<file path="src/include/mem_map_macros.svh">
`ifndef MEM_MAP_MACROS_SVH
`define MEM_MAP_MACROS_SVH

////////////////////////////////////////////////////////////////////////////
// Memory map
////////////////////////////////////////////////////////////////////////////

// RAM region base and the address bits ignored inside it
`define MEM_RAM_BASE 32'h4000_0000
`define MEM_RAM_MASK 32'h000f_ffff

// Cycle timer halves
`define MEM_TIMER_LO 32'h3000_0000
`define MEM_TIMER_HI 32'h3000_0004

////////////////////////////////////////////////////////////////////////////
// Sizes and timing
////////////////////////////////////////////////////////////////////////////

// RAM depth in 32-bit words
`define MEM_RAM_WORDS 256

// Cycles from first valid to ready for a RAM access
`define MEM_RAM_DELAY 16

// Clocks per bit on the program loader serial line
`define MEM_UART_BIT_CLKS 8

`endif

</file>
<file path="src/source/bus_pkg.sv">
`include "mem_map_macros.svh"

package bus_pkg;

  typedef logic [31:0] bus_word_t;
  typedef logic [3:0]  bus_strb_t;

  // Word index into the RAM array
  typedef logic [$clog2(`MEM_RAM_WORDS)-1:0] ram_idx_t;

  // Split of the RAM view, region bits above the masked window
  localparam int unsigned RAM_OFF_W    = $clog2(`MEM_RAM_MASK + 1);
  localparam int unsigned RAM_REGION_W = 32 - RAM_OFF_W;
  localparam int unsigned RAM_WIDX_W   = RAM_OFF_W - 2;

  // Split of the IO view, four registers per block
  localparam int unsigned IO_SEL_W  = 2;
  localparam int unsigned IO_BASE_W = 32 - IO_SEL_W - 2;

  typedef struct packed {
    logic [RAM_REGION_W-1:0] region;
    logic [RAM_WIDX_W-1:0]   word_idx;
    logic [1:0]              byte_off;
  } ram_view_t;

  typedef struct packed {
    logic [IO_BASE_W-1:0] io_base;
    logic [IO_SEL_W-1:0]  reg_sel;
    logic [1:0]           byte_off;
  } io_view_t;

  // One bus address, read either as RAM or as IO register
  typedef union packed {
    ram_view_t ram;
    io_view_t  io;
  } bus_addr_u;

  typedef enum logic [1:0] {
    REGION_RAM,
    REGION_TIMER,
    REGION_NONE
  } mem_region_e;

endpackage

</file>
<file path="src/source/bus_ctrl.sv">
`timescale 1ns/1ps
`include "mem_map_macros.svh"

module bus_ctrl (
  input  logic                clk_i,
  input  logic                rst_n,
  input  logic                mem_valid_i,
  input  bus_pkg::bus_word_t  mem_addr_i,
  input  bus_pkg::bus_word_t  mem_wdata_i,
  input  bus_pkg::bus_strb_t  mem_wstrb_i,
  output logic                mem_ready_o,
  output bus_pkg::bus_word_t  mem_rdata_o,
  input  logic                prog_mode_i,
  input  logic                ld_we_i,
  input  bus_pkg::ram_idx_t   ld_word_idx_i,
  input  bus_pkg::bus_word_t  ld_wdata_i,
  output bus_pkg::bus_strb_t  ram_we_o,
  output bus_pkg::ram_idx_t   ram_idx_o,
  output bus_pkg::bus_word_t  ram_wdata_o,
  output logic                ram_re_o,
  input  bus_pkg::bus_word_t  ram_rdata_i,
  output logic                tmr_rd_lo_o,
  output logic                tmr_rd_hi_o,
  input  bus_pkg::bus_word_t  tmr_lo_i,
  input  bus_pkg::bus_word_t  tmr_hi_i
);

  import bus_pkg::*;

  localparam bus_word_t   RAM_BASE = `MEM_RAM_BASE;
  localparam bus_word_t   TMR_LO   = `MEM_TIMER_LO;
  localparam bus_word_t   TMR_HI   = `MEM_TIMER_HI;
  localparam int unsigned DLY_W    = $clog2(`MEM_RAM_DELAY + 1);

  bus_addr_u      addr_u;
  mem_region_e    region;
  logic           tmr_is_hi;
  logic           is_write;
  logic           tmr_acc;
  logic           ram_start;
  logic           ram_ready;
  logic           ram_busy_q;
  logic [DLY_W-1:0] dly_q;
  logic           unm_ready_q;

  ////////////////////////////////////////////////////////////////////////////
  // Address decode through both views of the union
  ////////////////////////////////////////////////////////////////////////////

  assign addr_u    = mem_addr_i;
  assign is_write  = |mem_wstrb_i;
  assign tmr_is_hi = addr_u.io.reg_sel == TMR_HI[3:2];

  always_comb begin
    region = REGION_NONE;
    if (addr_u.ram.region == RAM_BASE[31 -: RAM_REGION_W]) begin
      region = REGION_RAM;
    end else if (addr_u.io.io_base == TMR_LO[31 -: IO_BASE_W] &&
                 addr_u.io.byte_off == 2'b00 &&
                 (addr_u.io.reg_sel == TMR_LO[3:2] || tmr_is_hi)) begin
      region = REGION_TIMER;
    end
  end

  ////////////////////////////////////////////////////////////////////////////
  // RAM request timing
  ////////////////////////////////////////////////////////////////////////////

  // Held off while the loader owns the RAM
  assign ram_start = mem_valid_i & (region == REGION_RAM) & ~ram_busy_q &
                     ~prog_mode_i & ~ld_we_i;
  assign ram_ready = ram_busy_q & (dly_q == DLY_W'(`MEM_RAM_DELAY));

  always_ff @(posedge clk_i) begin
    if (!rst_n) begin
      ram_busy_q <= 1'b0;
      dly_q      <= '0;
    end else if (ram_start) begin
      ram_busy_q <= 1'b1;
      dly_q      <= DLY_W'(1);
    end else if (ram_ready) begin
      ram_busy_q <= 1'b0;
      dly_q      <= '0;
    end else if (ram_busy_q) begin
      dly_q <= dly_q + DLY_W'(1);
    end
  end

  // Unmapped access answers one cycle late
  always_ff @(posedge clk_i) begin
    if (!rst_n) begin
      unm_ready_q <= 1'b0;
    end else begin
      unm_ready_q <= mem_valid_i & (region == REGION_NONE) & ~unm_ready_q;
    end
  end

  assign tmr_acc     = mem_valid_i & (region == REGION_TIMER);
  assign tmr_rd_lo_o = tmr_acc & ~is_write & ~tmr_is_hi;
  assign tmr_rd_hi_o = tmr_acc & ~is_write & tmr_is_hi;

  assign mem_ready_o = ram_ready | tmr_acc | unm_ready_q;

  ////////////////////////////////////////////////////////////////////////////
  // RAM port, loader first
  ////////////////////////////////////////////////////////////////////////////

  assign ram_we_o    = ld_we_i ? 4'hf : (ram_start ? mem_wstrb_i : 4'h0);
  assign ram_idx_o   = ld_we_i ? ld_word_idx_i : addr_u.ram.word_idx[$bits(ram_idx_t)-1:0];
  assign ram_wdata_o = ld_we_i ? ld_wdata_i : mem_wdata_i;
  assign ram_re_o    = ram_start & ~is_write;

  // Read data by region, unmapped reads as zero
  always_comb begin
    case (region)
      REGION_RAM:   mem_rdata_o = ram_rdata_i;
      REGION_TIMER: mem_rdata_o = tmr_is_hi ? tmr_hi_i : tmr_lo_i;
      default:      mem_rdata_o = '0;
    endcase
  end

endmodule

</file>
<file path="config.mk">
export PLATFORM = sky130hd
export DESIGN_NAME = bus_ctrl
export DESIGN_NICKNAME = d
export VERILOG_FILES = /design/src/source/bus_pkg.sv /design/src/source/bus_ctrl.sv
export VERILOG_INCLUDE_DIRS = /design/src /design/src/include
export SDC_FILE = /design/constraint.sdc
export NUM_CORES = 1
export LEC_CHECK = 0
export BUFFER_PORTS_ARGS = -buffer_cell sky130_fd_sc_hd__buf_2
export CELL_PAD_IN_SITES_DETAIL_PLACEMENT = 0
export CELL_PAD_IN_SITES_GLOBAL_PLACEMENT = 1
export CORE_MARGIN = 2
export CORE_UTILIZATION = 16
export CTS_BUF_LIST = sky130_fd_sc_hd__clkbuf_16
export DETAILED_ROUTE_END_ITERATION = 12
export PLACE_DENSITY = 0.81
export SLEW_MARGIN = 20
export SYNTH_ARGS = -nofsm -noshare
export SYNTH_HDL_FRONTEND = slang
export SYNTH_SLANG_ARGS = --single-unit
</file>
<file path="constraint.sdc">
create_clock -name clk_i -period 1.81 [get_ports clk_i]
set_input_delay 0.362 -clock clk_i [delete_from_list [all_inputs] [get_ports clk_i]]
set_output_delay 0.362 -clock clk_i [all_outputs]
set_load 0.1 [all_outputs]
</file>
# [Yosys cells after proc, flatten, opt, wreduce, memory -nomap -nowiden]
# Cells that the tools add are included.
[totals] reg_bits=7 word_cells=55
[op_classes] reduce_logical=10 eq_ne=6 add_sub_neg=1 bitwise_logic=21 mux=13
[op_table] operator="32-bit two-way mux" count=2
[op_table] operator="32-bit case mux with 2 select lines" count=1
[op_table] operator="28-bit by 26-bit == test with 1-bit output (second input constant)" count=1
[op_table] operator="1-bit bitwise AND" count=12
[op_table] operator="12-bit by 11-bit == test with 1-bit output (second input constant)" count=1
[op_table] operator="4-bit two-way mux" count=2
[op_table] operator="8-bit two-way mux" count=1
[op_table] operator="1-bit NOT" count=7
[op_table] operator="2-bit zero test" count=3
[op_table] operator="5-bit by 1-bit adder with 5-bit output (second input constant)" count=1
[op_table] operator="5-bit == test (second input constant)" count=1
[op_table] operator="1-bit two-way mux" count=5
[op_table] operator="2-bit by 1-bit == test with 1-bit output (second input constant)" count=2
[op_table] operator="2-bit two-way mux" count=2
[op_table] operator="4-bit OR reduction" count=1
[op_table] operator="3-bit nonzero test" count=1
[op_table] operator="3-bit OR reduction" count=1
[op_table] operator="2-bit == test (second input constant)" count=1
[op_table] operator="1-bit logical AND" count=2
[op_table] operator="1-bit OR" count=2
[op_table] operator="2-bit nonzero test" count=1
[op_table] operator="1-bit logical OR" count=1

# [Longest topological paths before layout]
# Gate-level depths: netlist of the first run.
[logic_depth] ltp_word=12 ltp_mapped=6

# [Worst setup path after synthesis of the first run]
# No wires, ideal clock.
[synth_path] path_type="input -> output" start="in mem_addr_i[6]" end="out tmr_rd_hi_o" path_stages=4 arrival_time_ps=4076 n_path_buf=0 t_required_ps=1448 slack_ps=-2628 cell_sequence="nor4_2 -> nand4_2 -> or2_2 -> nor4_1"
[synth_via] elab_chain_cells=9
[synth_lines] element="from (decl)" line="bus_ctrl.sv:8" source="input bus_pkg::bus_word_t mem_addr_i,"
[synth_lines] element="28-bit by 26-bit == test with 1-bit output" line="bus_ctrl.sv:58" source="end else if (addr_u.io.io_base == TMR_LO[31 -: IO_BASE_W] &&"
[synth_lines] element="1-bit logical AND" line="bus_ctrl.sv:58"
[synth_lines] element="1-bit logical AND" line="bus_ctrl.sv:59" source="addr_u.io.byte_off == 2'b00 &&"
[synth_lines] element="2-bit two-way mux" line="bus_ctrl.sv:58"
[synth_lines] element="2-bit two-way mux" line="bus_ctrl.sv:56" source="if (addr_u.ram.region == RAM_BASE[31 -: RAM_REGION_W]) begin"
[synth_lines] element="2-bit by 1-bit == test with 1-bit output" line="bus_ctrl.sv:98" source="assign tmr_acc = mem_valid_i & (region == REGION_TIMER);"
[synth_lines] element="1-bit bitwise AND" line="bus_ctrl.sv:98"
[synth_lines] element="1-bit bitwise AND (2 in series)" line="bus_ctrl.sv:100" source="assign tmr_rd_hi_o = tmr_acc & ~is_write & tmr_is_hi;"
[synth_lines] element="to (decl)" line="bus_ctrl.sv:23" source="output logic tmr_rd_hi_o,"
# Every way passes these cells.

# [Final worst setup path of the first run]
[layout_path] start="in mem_addr_i[0]" end="out mem_rdata_o[19]"
[layout_via] elab_chain_cells=7 elab_cells_between_ends=8 cone_classes="eq/ne: 1; mux: 3; reduce/logical: 4"
[layout_lines] element="2-bit zero test *" line="bus_ctrl.sv:59"
[layout_lines] element="1-bit logical AND *" line="bus_ctrl.sv:58"
[layout_lines] element="1-bit logical AND *" line="bus_ctrl.sv:59"
[layout_lines] element="2-bit two-way mux *" line="bus_ctrl.sv:58"
[layout_lines] element="2-bit two-way mux *" line="bus_ctrl.sv:56"
[layout_lines] element="2-bit by 1-bit == test with 1-bit output or 2-bit zero test (tied branches)" line="bus_ctrl.sv:115" source="case (region)"
[layout_lines] element="32-bit case mux with 2 select lines *" line="bus_ctrl.sv:115"
[layout_lines] element="to (decl)" line="bus_ctrl.sv:12" source="output bus_pkg::bus_word_t mem_rdata_o,"
# Every way passes the cells marked *; elsewhere a longest branch is shown, timed or not.

==> impl_metrics.csv, run 1 <==
group,metric,value,unit
logic_synthesis,synth_top_area_cell,"mux2_2",
power_and_ir_drop,total_leakage_power,2.505,nW
clocking,cts-root-buf,"clkbuf_16",
clocking,cts_max_level,1,
timing,setup_viol,40,
global_routing,grt_max_degree,35,
detailed_routing,drc,0,
detailed_routing,vias,3218,
global_routing,antenna_found_initial,0,
timing,timing.final.ws_setup,-0.5370,ns
global_routing,grt_use_met2,36.97,%
logic_synthesis,synth_area_leaders,"mux2_2, mux2i_1, or3_1",
logic_synthesis,synth_edf_count,0,
clocking,clk_pin_slew,0.04,ns
placed_design,io_buffers,288,
layout,multi_input_area,0.002218,mm2
logic_synthesis,syn_avg_cell_area,7.522,um2
timing,fin_hold_ws,0.3992,ns
placed_design,dp_slack,-0.5800,ns
power_and_ir_drop,p_comb_share,73.8,%
power_and_ir_drop,clkPwrFrac,18.5,%
timing,post-route-min-period,2.347,ns
global_routing,grt.total_usage,16.94,%
power_and_ir_drop,p_sw_share,47.34,%
setup_path,crit_arrival,1.99,ns
placed_design,routabilityCongestion,0.7845,
worst_hold_path,hold_path_depth,2,
layout,antenna_cells,0,
logic_synthesis,synth_top_area_share,23.30,%
detailed_routing,routed_wl,11630,um
die,die_x,113.9,um
power_and_ir_drop,internal-power,1.074,mW
placed_design,place_inst,697,
worst_hold_path,hold_path_class,"in -> reg",
timing,worstMarginPinSlew,0.4009,ns
layout,area_growth,195.7,%
detailed_routing,avgRoutedWirePerCell,16.44,um
clocking,clock_path_buffers,2,
flow_run,drv_cap,0,
power_and_ir_drop,p_switching,0.9653,mW
global_routing,grtUsageMet1,16.19,%
global_routing,grt_pass1_wl,17180,um
timing,final.setup.tns,-16.08,ns
placed_design,post-dp-hpwl,9507,um
logic_synthesis,syn-num-nets,468,
global_routing,use_met3,2.391,%
global_routing,gr-total-overflow,0,
detailed_routing,drt_pass1_iterations,4,
logic_synthesis,async_flop_share,0,%
die,std_cell_rows,40,
timing,max_freq,426.1,MHz
logic_synthesis,synth.distinct_cells,43,
die,start_util,16.23,%
timing,finalHoldViolCount,0,
status,outcome,"finished, violations left",
die,die_y,113.9,um
logic_synthesis,ys_warn_count,0,
setup_path,crit_required,1.45,ns
logic_synthesis,synth_commonest_cells,"mux2_2, nand2_1, a21oi_1",
setup_path,timing.rr.end,"dly_q[0]",
logic_synthesis,ys_seq_area_share,7.249,%
detailed_routing,drt_iter0_markers,91,
power_and_ir_drop,power_density,356.7,mW/mm2
setup_path,end_kind,"output pin",
setup_path,r2r_slack,0.46,ns
detailed_routing,viasPerCell,4.552,
timing,rsz0062_at_grt,"yes",
layout,design_area,0.005717,mm2
die,dieArea,0.01298,mm2
worst_hold_path,holdPathEnd,"dly_q[0]",
clocking,cts_tree,"done",
setup_path,crit_type,"in -> out",
power_and_ir_drop,ir_drop,0.3024,mV
clocking,clock-sinks,7,
timing,slew_violations,0,
die,core_area,0.01191,mm2
clocking,hold_buffers,0,
logic_synthesis,synth_area,0.001933,mm2
layout,fin_cells,707,
status,violations,"negative setup slack",
timing,period_share,129.7,%
global_routing,grt_pass1_vias,3388,
layout,nFillCells,1067,
timing,slew_headroom,73.28,%
clocking,cts_buffers,3,
logic_synthesis,synth_most_common_cell,"mux2_2",
power_and_ir_drop,seq_power_share,7.7,%
logic_synthesis,synth_seq_cells,7,
setup_path,start_kind,"primary input",
setup_path,worstPathMaxFanout,34,
global_routing,top_usage_layer,"met2",
layout,layout-drive-gt1-share,75.71,%
timing,final.setup_skew,0.001229,ns
worst_hold_path,hold_start,"rst_n",
setup_path,r2r_cells,6,
setup_path,reg2reg_from,"ram_busy_q",
layout,nets,772,
layout,regArea,140.1,um2
placed_design,placed_area,0.005445,mm2
clocking,clk_latency,0.23,ns
logic_synthesis,synth_cells,257,
die,pin_count,289,
detailed_routing,detail-route-antenna-nets,0,
logic_synthesis,ys.flop_type,"dfxtp_1",
cells in the final DEF, fill, tap and decap left out, types with 3 or more instances in the layout:
cell type and count:
mux2i_1 32, nor2_1 5, buf_6 12, mux2_2 40, buf_12 86, buf_4 20
inv_1 3, dfxtp_1 7, clkbuf_16 3, a21o_4 4, buf_2 199, a21oi_4 32
or3_1 29, nor4_4 5, nand2_1 37, a21oi_1 3
repair_timing:
| item | 4_1_cts | 5_1_grt |
|---|---|---|
| buffers inserted | 3 | 2 |
| hold endpoints to repair | 0 | 0 |
| gates resized for setup | 20 | 5 |
| setup endpoints to repair | 40 | 40 |
| cloned | 2 | 0 |
| pin swaps | 8 | 5 |
state kept, by name, summed over array words and instances, names as in the netlist:
signal	cells
unm_ready_q	1
ram_busy_q	1
dly_q	5
power groups by stage:
stage | Combinational (mW) | Clock [mW] | Sequential [mW]
3_5_place_dp | 1.47 | 0 | 0.159
5_1_grt | 1.56 | 0.391 | 0.157
4_1_cts | 1.51 | 0.379 | 0.157
6_report | 1.50 | 0.377 | 0.157
3_3_place_gp | 1.46 | 0 | 0.159
2_1_floorplan | 0.797 | 0 | 0.159
cells by family after synthesis:
family,share of synthesized area (%)
simple gates,30.94
mux,39.87
compound gates,12.95
buf+inv,6.795
flops,7.249
xor+xnor,0.9063
fa+ha+maj,1.294
worst max-delay path by stage:
stage | startpoint | to | slack [ns]
after CTS | mem_addr_i[7] | mem_rdata_o[22] | -0.55
after detailed placement | mem_addr_i[7] | mem_rdata_o[22] | -0.58
after global placement | mem_addr_i[1] | mem_rdata_o[20] | -0.56
after floorplan | mem_addr_i[1] | tmr_rd_hi_o | -0.75
after global routing | mem_addr_i[7] | mem_rdata_o[20] | -0.63
final | mem_addr_i[0] | mem_rdata_o[19] | -0.54
final cells by class:
cell class | instances | share of cell area, %
repair buffers | 321 | 54.02
multi-input cells | 226 | 38.81
well taps | 147 | 3.217
flip-flops and latches | 7 | 2.451
clock buffers | 3 | 1.313
inverters | 2 | 0.1313
clock inverters | 1 | 0.06566
routing by layer:
metal  share of wire (%)  vias up
li1                    -     1550
met1                  33     1467
met2                  57      187
met3                 7.7       14
met4                 2.4        0
met5                   0        -
metrics by stage:
| stage | util [%] | total power [mW] |
|---|---|---|
| global route | 47.99 | 2.103 |
| floorplan | - | 0.9564 |
| finish | 47.99 | 2.039 |
| global placement | 45.71 | 1.619 |
| detailed placement | 45.71 | 1.632 |
| CTS | 47.73 | 2.048 |
worst max-delay path, cell delays in order:
cell	delay (ns)
buf_2	0.12
nor4_4	0.29
nand4_4	0.14
buf_12	0.19
or3_2	0.51
a21oi_4	0.16
buf_12	0.19
(Power assumes the default switching activity.)
==> run 2, diff against run 1 <==
SETUP_SLACK_MARGIN = 0.3   (was unset)
==> impl_metrics.csv, run 2 (synthesis gave the netlist of run 1 again) <==
group,metric,value,unit
setup_path,worstPathMaxFanout,34,
global_routing,grt_pass1_vias,3398,
timing,slew_violations,0,
setup_path,slowest_stage,"or3_1",
setup_path,timing.rr.end,"dly_q[2]",
power_and_ir_drop,ir_drop,0.3177,mV
global_routing,grt.total_usage,18.30,%
timing,setup_viol,40,
placed_design,place_inst,699,
setup_path,crit_arrival,1.90,ns
timing,slew_headroom,79.00,%
die,pin_count,289,
setup_path,crit_required,1.45,ns
power_and_ir_drop,seq_power_share,7.3,%
setup_path,endpoint,"mem_rdata_o[23]",
setup_path,crit_path_frequent_cell,"buf_12",
power_and_ir_drop,internal-power,1.160,mW
detailed_routing,detail-route-antenna-nets,0,
detailed_routing,drt_iter0_markers,102,
setup_path,crit_path_cell_trace,"buf_6 > and4bb_2 > nand4_2 > buf_12 > or3_1 > a21oi_4 > buf_12",
setup_path,crit_type,"in -> out",
clocking,clk_pin_slew,0.04,ns
clocking,cts_buffers,3,
layout,layout_commonest_cell,"buf_2",
global_routing,antenna_found_initial,0,
detailed_routing,avgRoutedWirePerCell,17.65,um
power_and_ir_drop,p_sw_share,46.06,%
setup_path,start_kind,"primary input",
clocking,clk_latency,0.23,ns
placed_design,io_buffers,288,
global_routing,grt_pass1_wl,18460,um
placed_design,post-dp-hpwl,9915,um
detailed_routing,drt_pass1_iterations,4,
layout,nets,781,
die,std_cell_rows,40,
timing,max_freq,441.6,MHz
timing,fin_hold_ws,0.3841,ns
clocking,cts_tree,"done",
detailed_routing,viasPerCell,4.554,
worst_hold_path,hold_path_class,"in -> reg",
setup_path,reg2reg_from,"dly_q[1]",
layout,regArea,140.1,um2
timing,period_share,125.1,%
global_routing,grt_max_degree,35,
clocking,cts_max_level,1,
layout,fin_util,51.58,%
die,dieArea,0.01298,mm2
layout,layout-drive-gt1-share,77.33,%
die,core_area,0.01191,mm2
layout,nFillCells,1011,
layout,reg_top3,"dly_q: 5 flops, ram_busy_q: 1 flops, unm_ready_q: 1 flops",
timing,worstMarginPinSlew,0.3108,ns
power_and_ir_drop,total_leakage_power,2.807,nW
layout,fin_cells,716,
timing,timing.final.ws_setup,-0.4545,ns
setup_path,r2r_slack,0.53,ns
layout,largest_register,"dly_q",
timing,finalHoldViolCount,0,
die,start_util,16.23,%
layout,antenna_cells,0,
timing,final.setup.tns,-15.87,ns
global_routing,gr-total-overflow,0,
clocking,clock_path_buffers,2,
placed_design,routabilityCongestion,0.9426,
setup_path,startpoint,"mem_addr_i[18]",
layout,area_growth,217.8,%
setup_path,r2r_cells,6,
flow_run,drv_cap,0,
layout,final_cell_mix,"buf_2, buf_12, mux2_4",
power_and_ir_drop,power_density,350.0,mW/mm2
clocking,clock-sinks,7,
timing,rsz0062_at_grt,"yes",
die,die_y,113.9,um
status,outcome,"finished, violations left",
timing,final.setup_skew,0.002433,ns
detailed_routing,vias,3261,
setup_path,critical-path-max-stage-delay,0.43,ns
timing,post-route-min-period,2.264,ns
setup_path,end_kind,"output pin",
status,violations,"negative setup slack",
clocking,cts-root-buf,"clkbuf_16",
layout,multi_input_area,0.002417,mm2
power_and_ir_drop,clkPwrFrac,17.4,%
layout,largest_reg_flops,5,
power_and_ir_drop,p_switching,0.9905,mW
power_and_ir_drop,p_comb_share,75.3,%
detailed_routing,drc,0,
detailed_routing,routed_wl,12640,um
die,die_x,113.9,um
-- run 2: changes by cell type in the layout (fill, tap and decap cells not counted), moves of 2 or more --
cell,previous run,this run
mux2_2,40,0
or3_1,29,24
or3_2,2,0
buf_2,199,197
mux2_4,0,40
buf_6,12,16
buf_12,86,92
buf_16,2,6
buf_8,2,0
or3_4,1,8
-- run 2: per-layer routing --
metal  part of all wire (%)  wire [um]  track usage, %
met3                    6.0        762           2.710
met1                     38       4790           21.54
met4                    1.8        227           4.228
met2                     54       6858           34.77
met5                      0          0               0
-- run 2: worst min-delay path by stage --
stage,startpoint,end,slack (ns),depth (start not counted)
finish,rst_n,dly_q[0],0.38,2
global placement,unm_ready_q,unm_ready_q,0.41,1
detailed placement,unm_ready_q,unm_ready_q,0.42,1
global route,rst_n,dly_q[0],0.39,2
CTS,rst_n,dly_q[0],0.38,2
floorplan,unm_ready_q,unm_ready_q,0.39,1
-- run 2: power by group through the flow --
stage	registers (mW)	logic [mW]	clock network, mW
final	0.157	1.62	0.375
after global routing	0.157	1.67	0.392
after CTS	0.157	1.61	0.378
after detailed placement	0.160	1.51	0
after global placement	0.159	1.50	0
after floorplan	0.159	0.854	0
-- run 2: critical path: cells and delay by family --
kind / cells / cell delay, ns
AOI/OAI and AO/OA: 1 / 0.17
buffers and inverters: 3 / 0.47
and+or+nand+nor: 3 / 0.89
-- run 2: final cells by class --
class	count	share of cell area, %
Clock inverter	1	0.06110
Tap cell	147	2.994
Inverter	2	0.1222
Sequential cell	7	2.281
Clock buffer	3	1.222
Multi-Input combinational cell	226	39.35
Timing Repair Buffer	330	53.97
-- run 2: metrics by stage --
stage          instance area, um2  total power [mW]  setup slack (ns)
2_1_floorplan                2641             1.013           -0.7459
3_3_place_gp                 5608             1.656           -0.5545
3_5_place_dp                 5608             1.674           -0.5662
4_1_cts                      6090             2.149           -0.4764
5_1_grt                      6143             2.219           -0.5046
6_report                     6143             2.150           -0.4545
-- run 2: what timing repair did --
item                                    4_1_cts  5_1_grt
endpoints found under the setup margin       80       69
buffers inserted                              8        0
hold buffers                                  0        0
pin swaps                                     9        6
gates resized for setup                      43       12
cloned                                        5        0
==> run 3, diff against run 2 <==
CTS_BUF_LIST = sky130_fd_sc_hd__clkbuf_4 sky130_fd_sc_hd__clkbuf_8   (was sky130_fd_sc_hd__clkbuf_16)
PLACE_DENSITY = 0.77   (was 0.81)
==> impl_metrics.csv, run 3 (synthesis gave the netlist of run 1 again) <==
group,metric,value,unit
clocking,cts-root-buf,"clkbuf_8",
timing,final.setup.tns,-16.38,ns
detailed_routing,routed_wl,11630,um
layout,antenna_cells,0,
timing,max_freq,439.3,MHz
layout,layout_commonest_cell,"buf_2",
detailed_routing,viasPerCell,4.493,
timing,worstMarginPinSlew,0.3971,ns
timing,post-route-min-period,2.276,ns
detailed_routing,vias,3199,
clocking,clk_pin_slew,0.04,ns
global_routing,grt.total_usage,16.60,%
status,outcome,"finished, violations left",
detailed_routing,drt_pass1_iterations,4,
timing,fin_hold_ws,0.4025,ns
global_routing,grt_pass1_vias,3327,
clocking,cts_max_level,1,
power_and_ir_drop,power_density,329.9,mW/mm2
power_and_ir_drop,ir_drop,0.3719,mV
setup_path,crit_arrival,1.91,ns
timing,rsz0062_at_grt,"yes",
detailed_routing,avgRoutedWirePerCell,16.34,um
die,start_util,16.23,%
global_routing,gr-total-overflow,0,
worst_hold_path,hold_path_class,"in -> reg",
layout,nFillCells,1094,
layout,area_growth,209.3,%
global_routing,antenna_found_initial,0,
die,die_x,113.9,um
global_routing,grt_pass1_wl,17230,um
setup_path,timing.rr.end,"dly_q[0]",
layout,largest_reg_flops,5,
timing,finalHoldViolCount,0,
layout,fin_cells,712,
power_and_ir_drop,total_leakage_power,2.722,nW
setup_path,start_kind,"primary input",
worst_hold_path,hold_start,"mem_valid_i",
status,violations,"negative setup slack",
setup_path,end_kind,"output pin",
die,std_cell_rows,40,
clocking,cts_tree,"done",
layout,design_area,0.005979,mm2
timing,period_share,125.8,%
setup_path,r2r_slack,0.54,ns
placed_design,place_inst,701,
die,core_area,0.01191,mm2
layout,layout-drive-gt1-share,76.28,%
worst_hold_path,hold_path_depth,3,
layout,nets,777,
flow_run,drv_cap,0,
global_routing,grt_max_degree,35,
layout,reg_top3,"dly_q: 5 flops, ram_busy_q: 1 flops, unm_ready_q: 1 flops",
detailed_routing,detail-route-antenna-nets,0,
placed_design,io_buffers,288,
setup_path,crit_required,1.45,ns
die,die_y,113.9,um
timing,final.setup_skew,0.002806,ns
layout,largest_register,"dly_q",
detailed_routing,drc,0,
timing,slew_violations,0,
placed_design,placed_area,0.005610,mm2
die,pin_count,289,
setup_path,crit_path_frequent_cell,"buf_12",
timing,timing.final.ws_setup,-0.4663,ns
setup_path,crit_path_cell_trace,"buf_6 > nor4_4 > nand4_2 > buf_12 > or3_1 > a21oi_4 > buf_12",
setup_path,worstPathMaxFanout,34,
setup_path,critical-path-max-stage-delay,0.43,ns
die,dieArea,0.01298,mm2
clocking,clock-sinks,7,
placed_design,routabilityCongestion,0.8142,
detailed_routing,drt_iter0_markers,72,
timing,setup_viol,40,
clocking,cts_buffers,3,
timing,slew_headroom,73.53,%
setup_path,crit_type,"in -> out",
power_and_ir_drop,total_power,1.973,mW
clocking,clock_path_buffers,2,
setup_path,r2r_cells,5,
clocking,hold_buffers,0,
clocking,clk_latency,0.23,ns
layout,final_cell_mix,"buf_2, buf_12, mux2_4",
placed_design,post-dp-hpwl,9580,um
worst_hold_path,holdPathEnd,"unm_ready_q",
setup_path,slowest_stage,"or3_1",
setup_path,reg2reg_from,"ram_busy_q",
==> run 3: changes by cell type in the layout (fill, tap and decap cells not counted), sizes merged <==
cell | before | now
buf | 330 | 326
clkbuf | 3 | 4
inv | 3 | 2
==> run 3: how the worst max path moves through the flow <==
stage,from,to,slack [ns],cells after the start
floorplan,mem_addr_i[1],tmr_rd_hi_o,-0.75,4
global placement,mem_addr_i[6],mem_rdata_o[19],-0.55,7
detailed placement,mem_addr_i[6],mem_rdata_o[20],-0.57,7
CTS,mem_addr_i[6],tmr_rd_lo_o,-0.46,7
global route,mem_addr_i[0],tmr_rd_lo_o,-0.52,7
finish,mem_addr_i[0],mem_rdata_o[27],-0.47,7
==> run 3: cell type report <==
| cell class | instances | area (um2) | area share (%) |
|---|---|---|---|
| clock buffer | 4 | 48.80 | 0.8161 |
| inverter | 2 | 7.507 | 0.1255 |
| multi-input combinational | 226 | 2379 | 39.78 |
| sequential | 7 | 140.1 | 2.344 |
| tap | 147 | 183.9 | 3.076 |
| timing repair buffer | 326 | 3221 | 53.86 |
==> run 3: critical path, delay by kind of cell <==
kind	cells	cell delay, ns
compound gates	1	0.16
buf+inv	3	0.48
simple gates	3	0.89
==> run 3: repair_timing <==
item,in CTS,in global routing
pin swaps,7,6
resized for setup,37,9
endpoints found under the hold margin,0,0
endpoints found under the setup margin,80,79
cloned,4,0
setup buffers,3,0
==> run 3: through the flow <==
stage               utilization, %  setup WS [ns]
detailed placement           47.10        -0.5688
floorplan                        -        -0.7459
global placement             47.10        -0.5498
global route                 50.20        -0.5203
finish                       50.20        -0.4663
CTS                          49.93        -0.4599
==> run 3: metal layers <==
metal	vias up	track usage, %	part of all wire [%]
li1	1562	-	-
met1	1529	19.90	39
met2	94	32.18	55
met3	14	2.072	4.2
met4	0	2.195	1.3
met5	-	0	0
==> run 3: power breakdown <==
| part | switching [mW] | leakage (nW) | internal (mW) |
|---|---|---|---|
| combinational | 0.879 | 2.64 | 0.702 |
| clock | 0.0683 | 0.0262 | 0.167 |
| sequential | 0.000566 | 0.0566 | 0.156 |
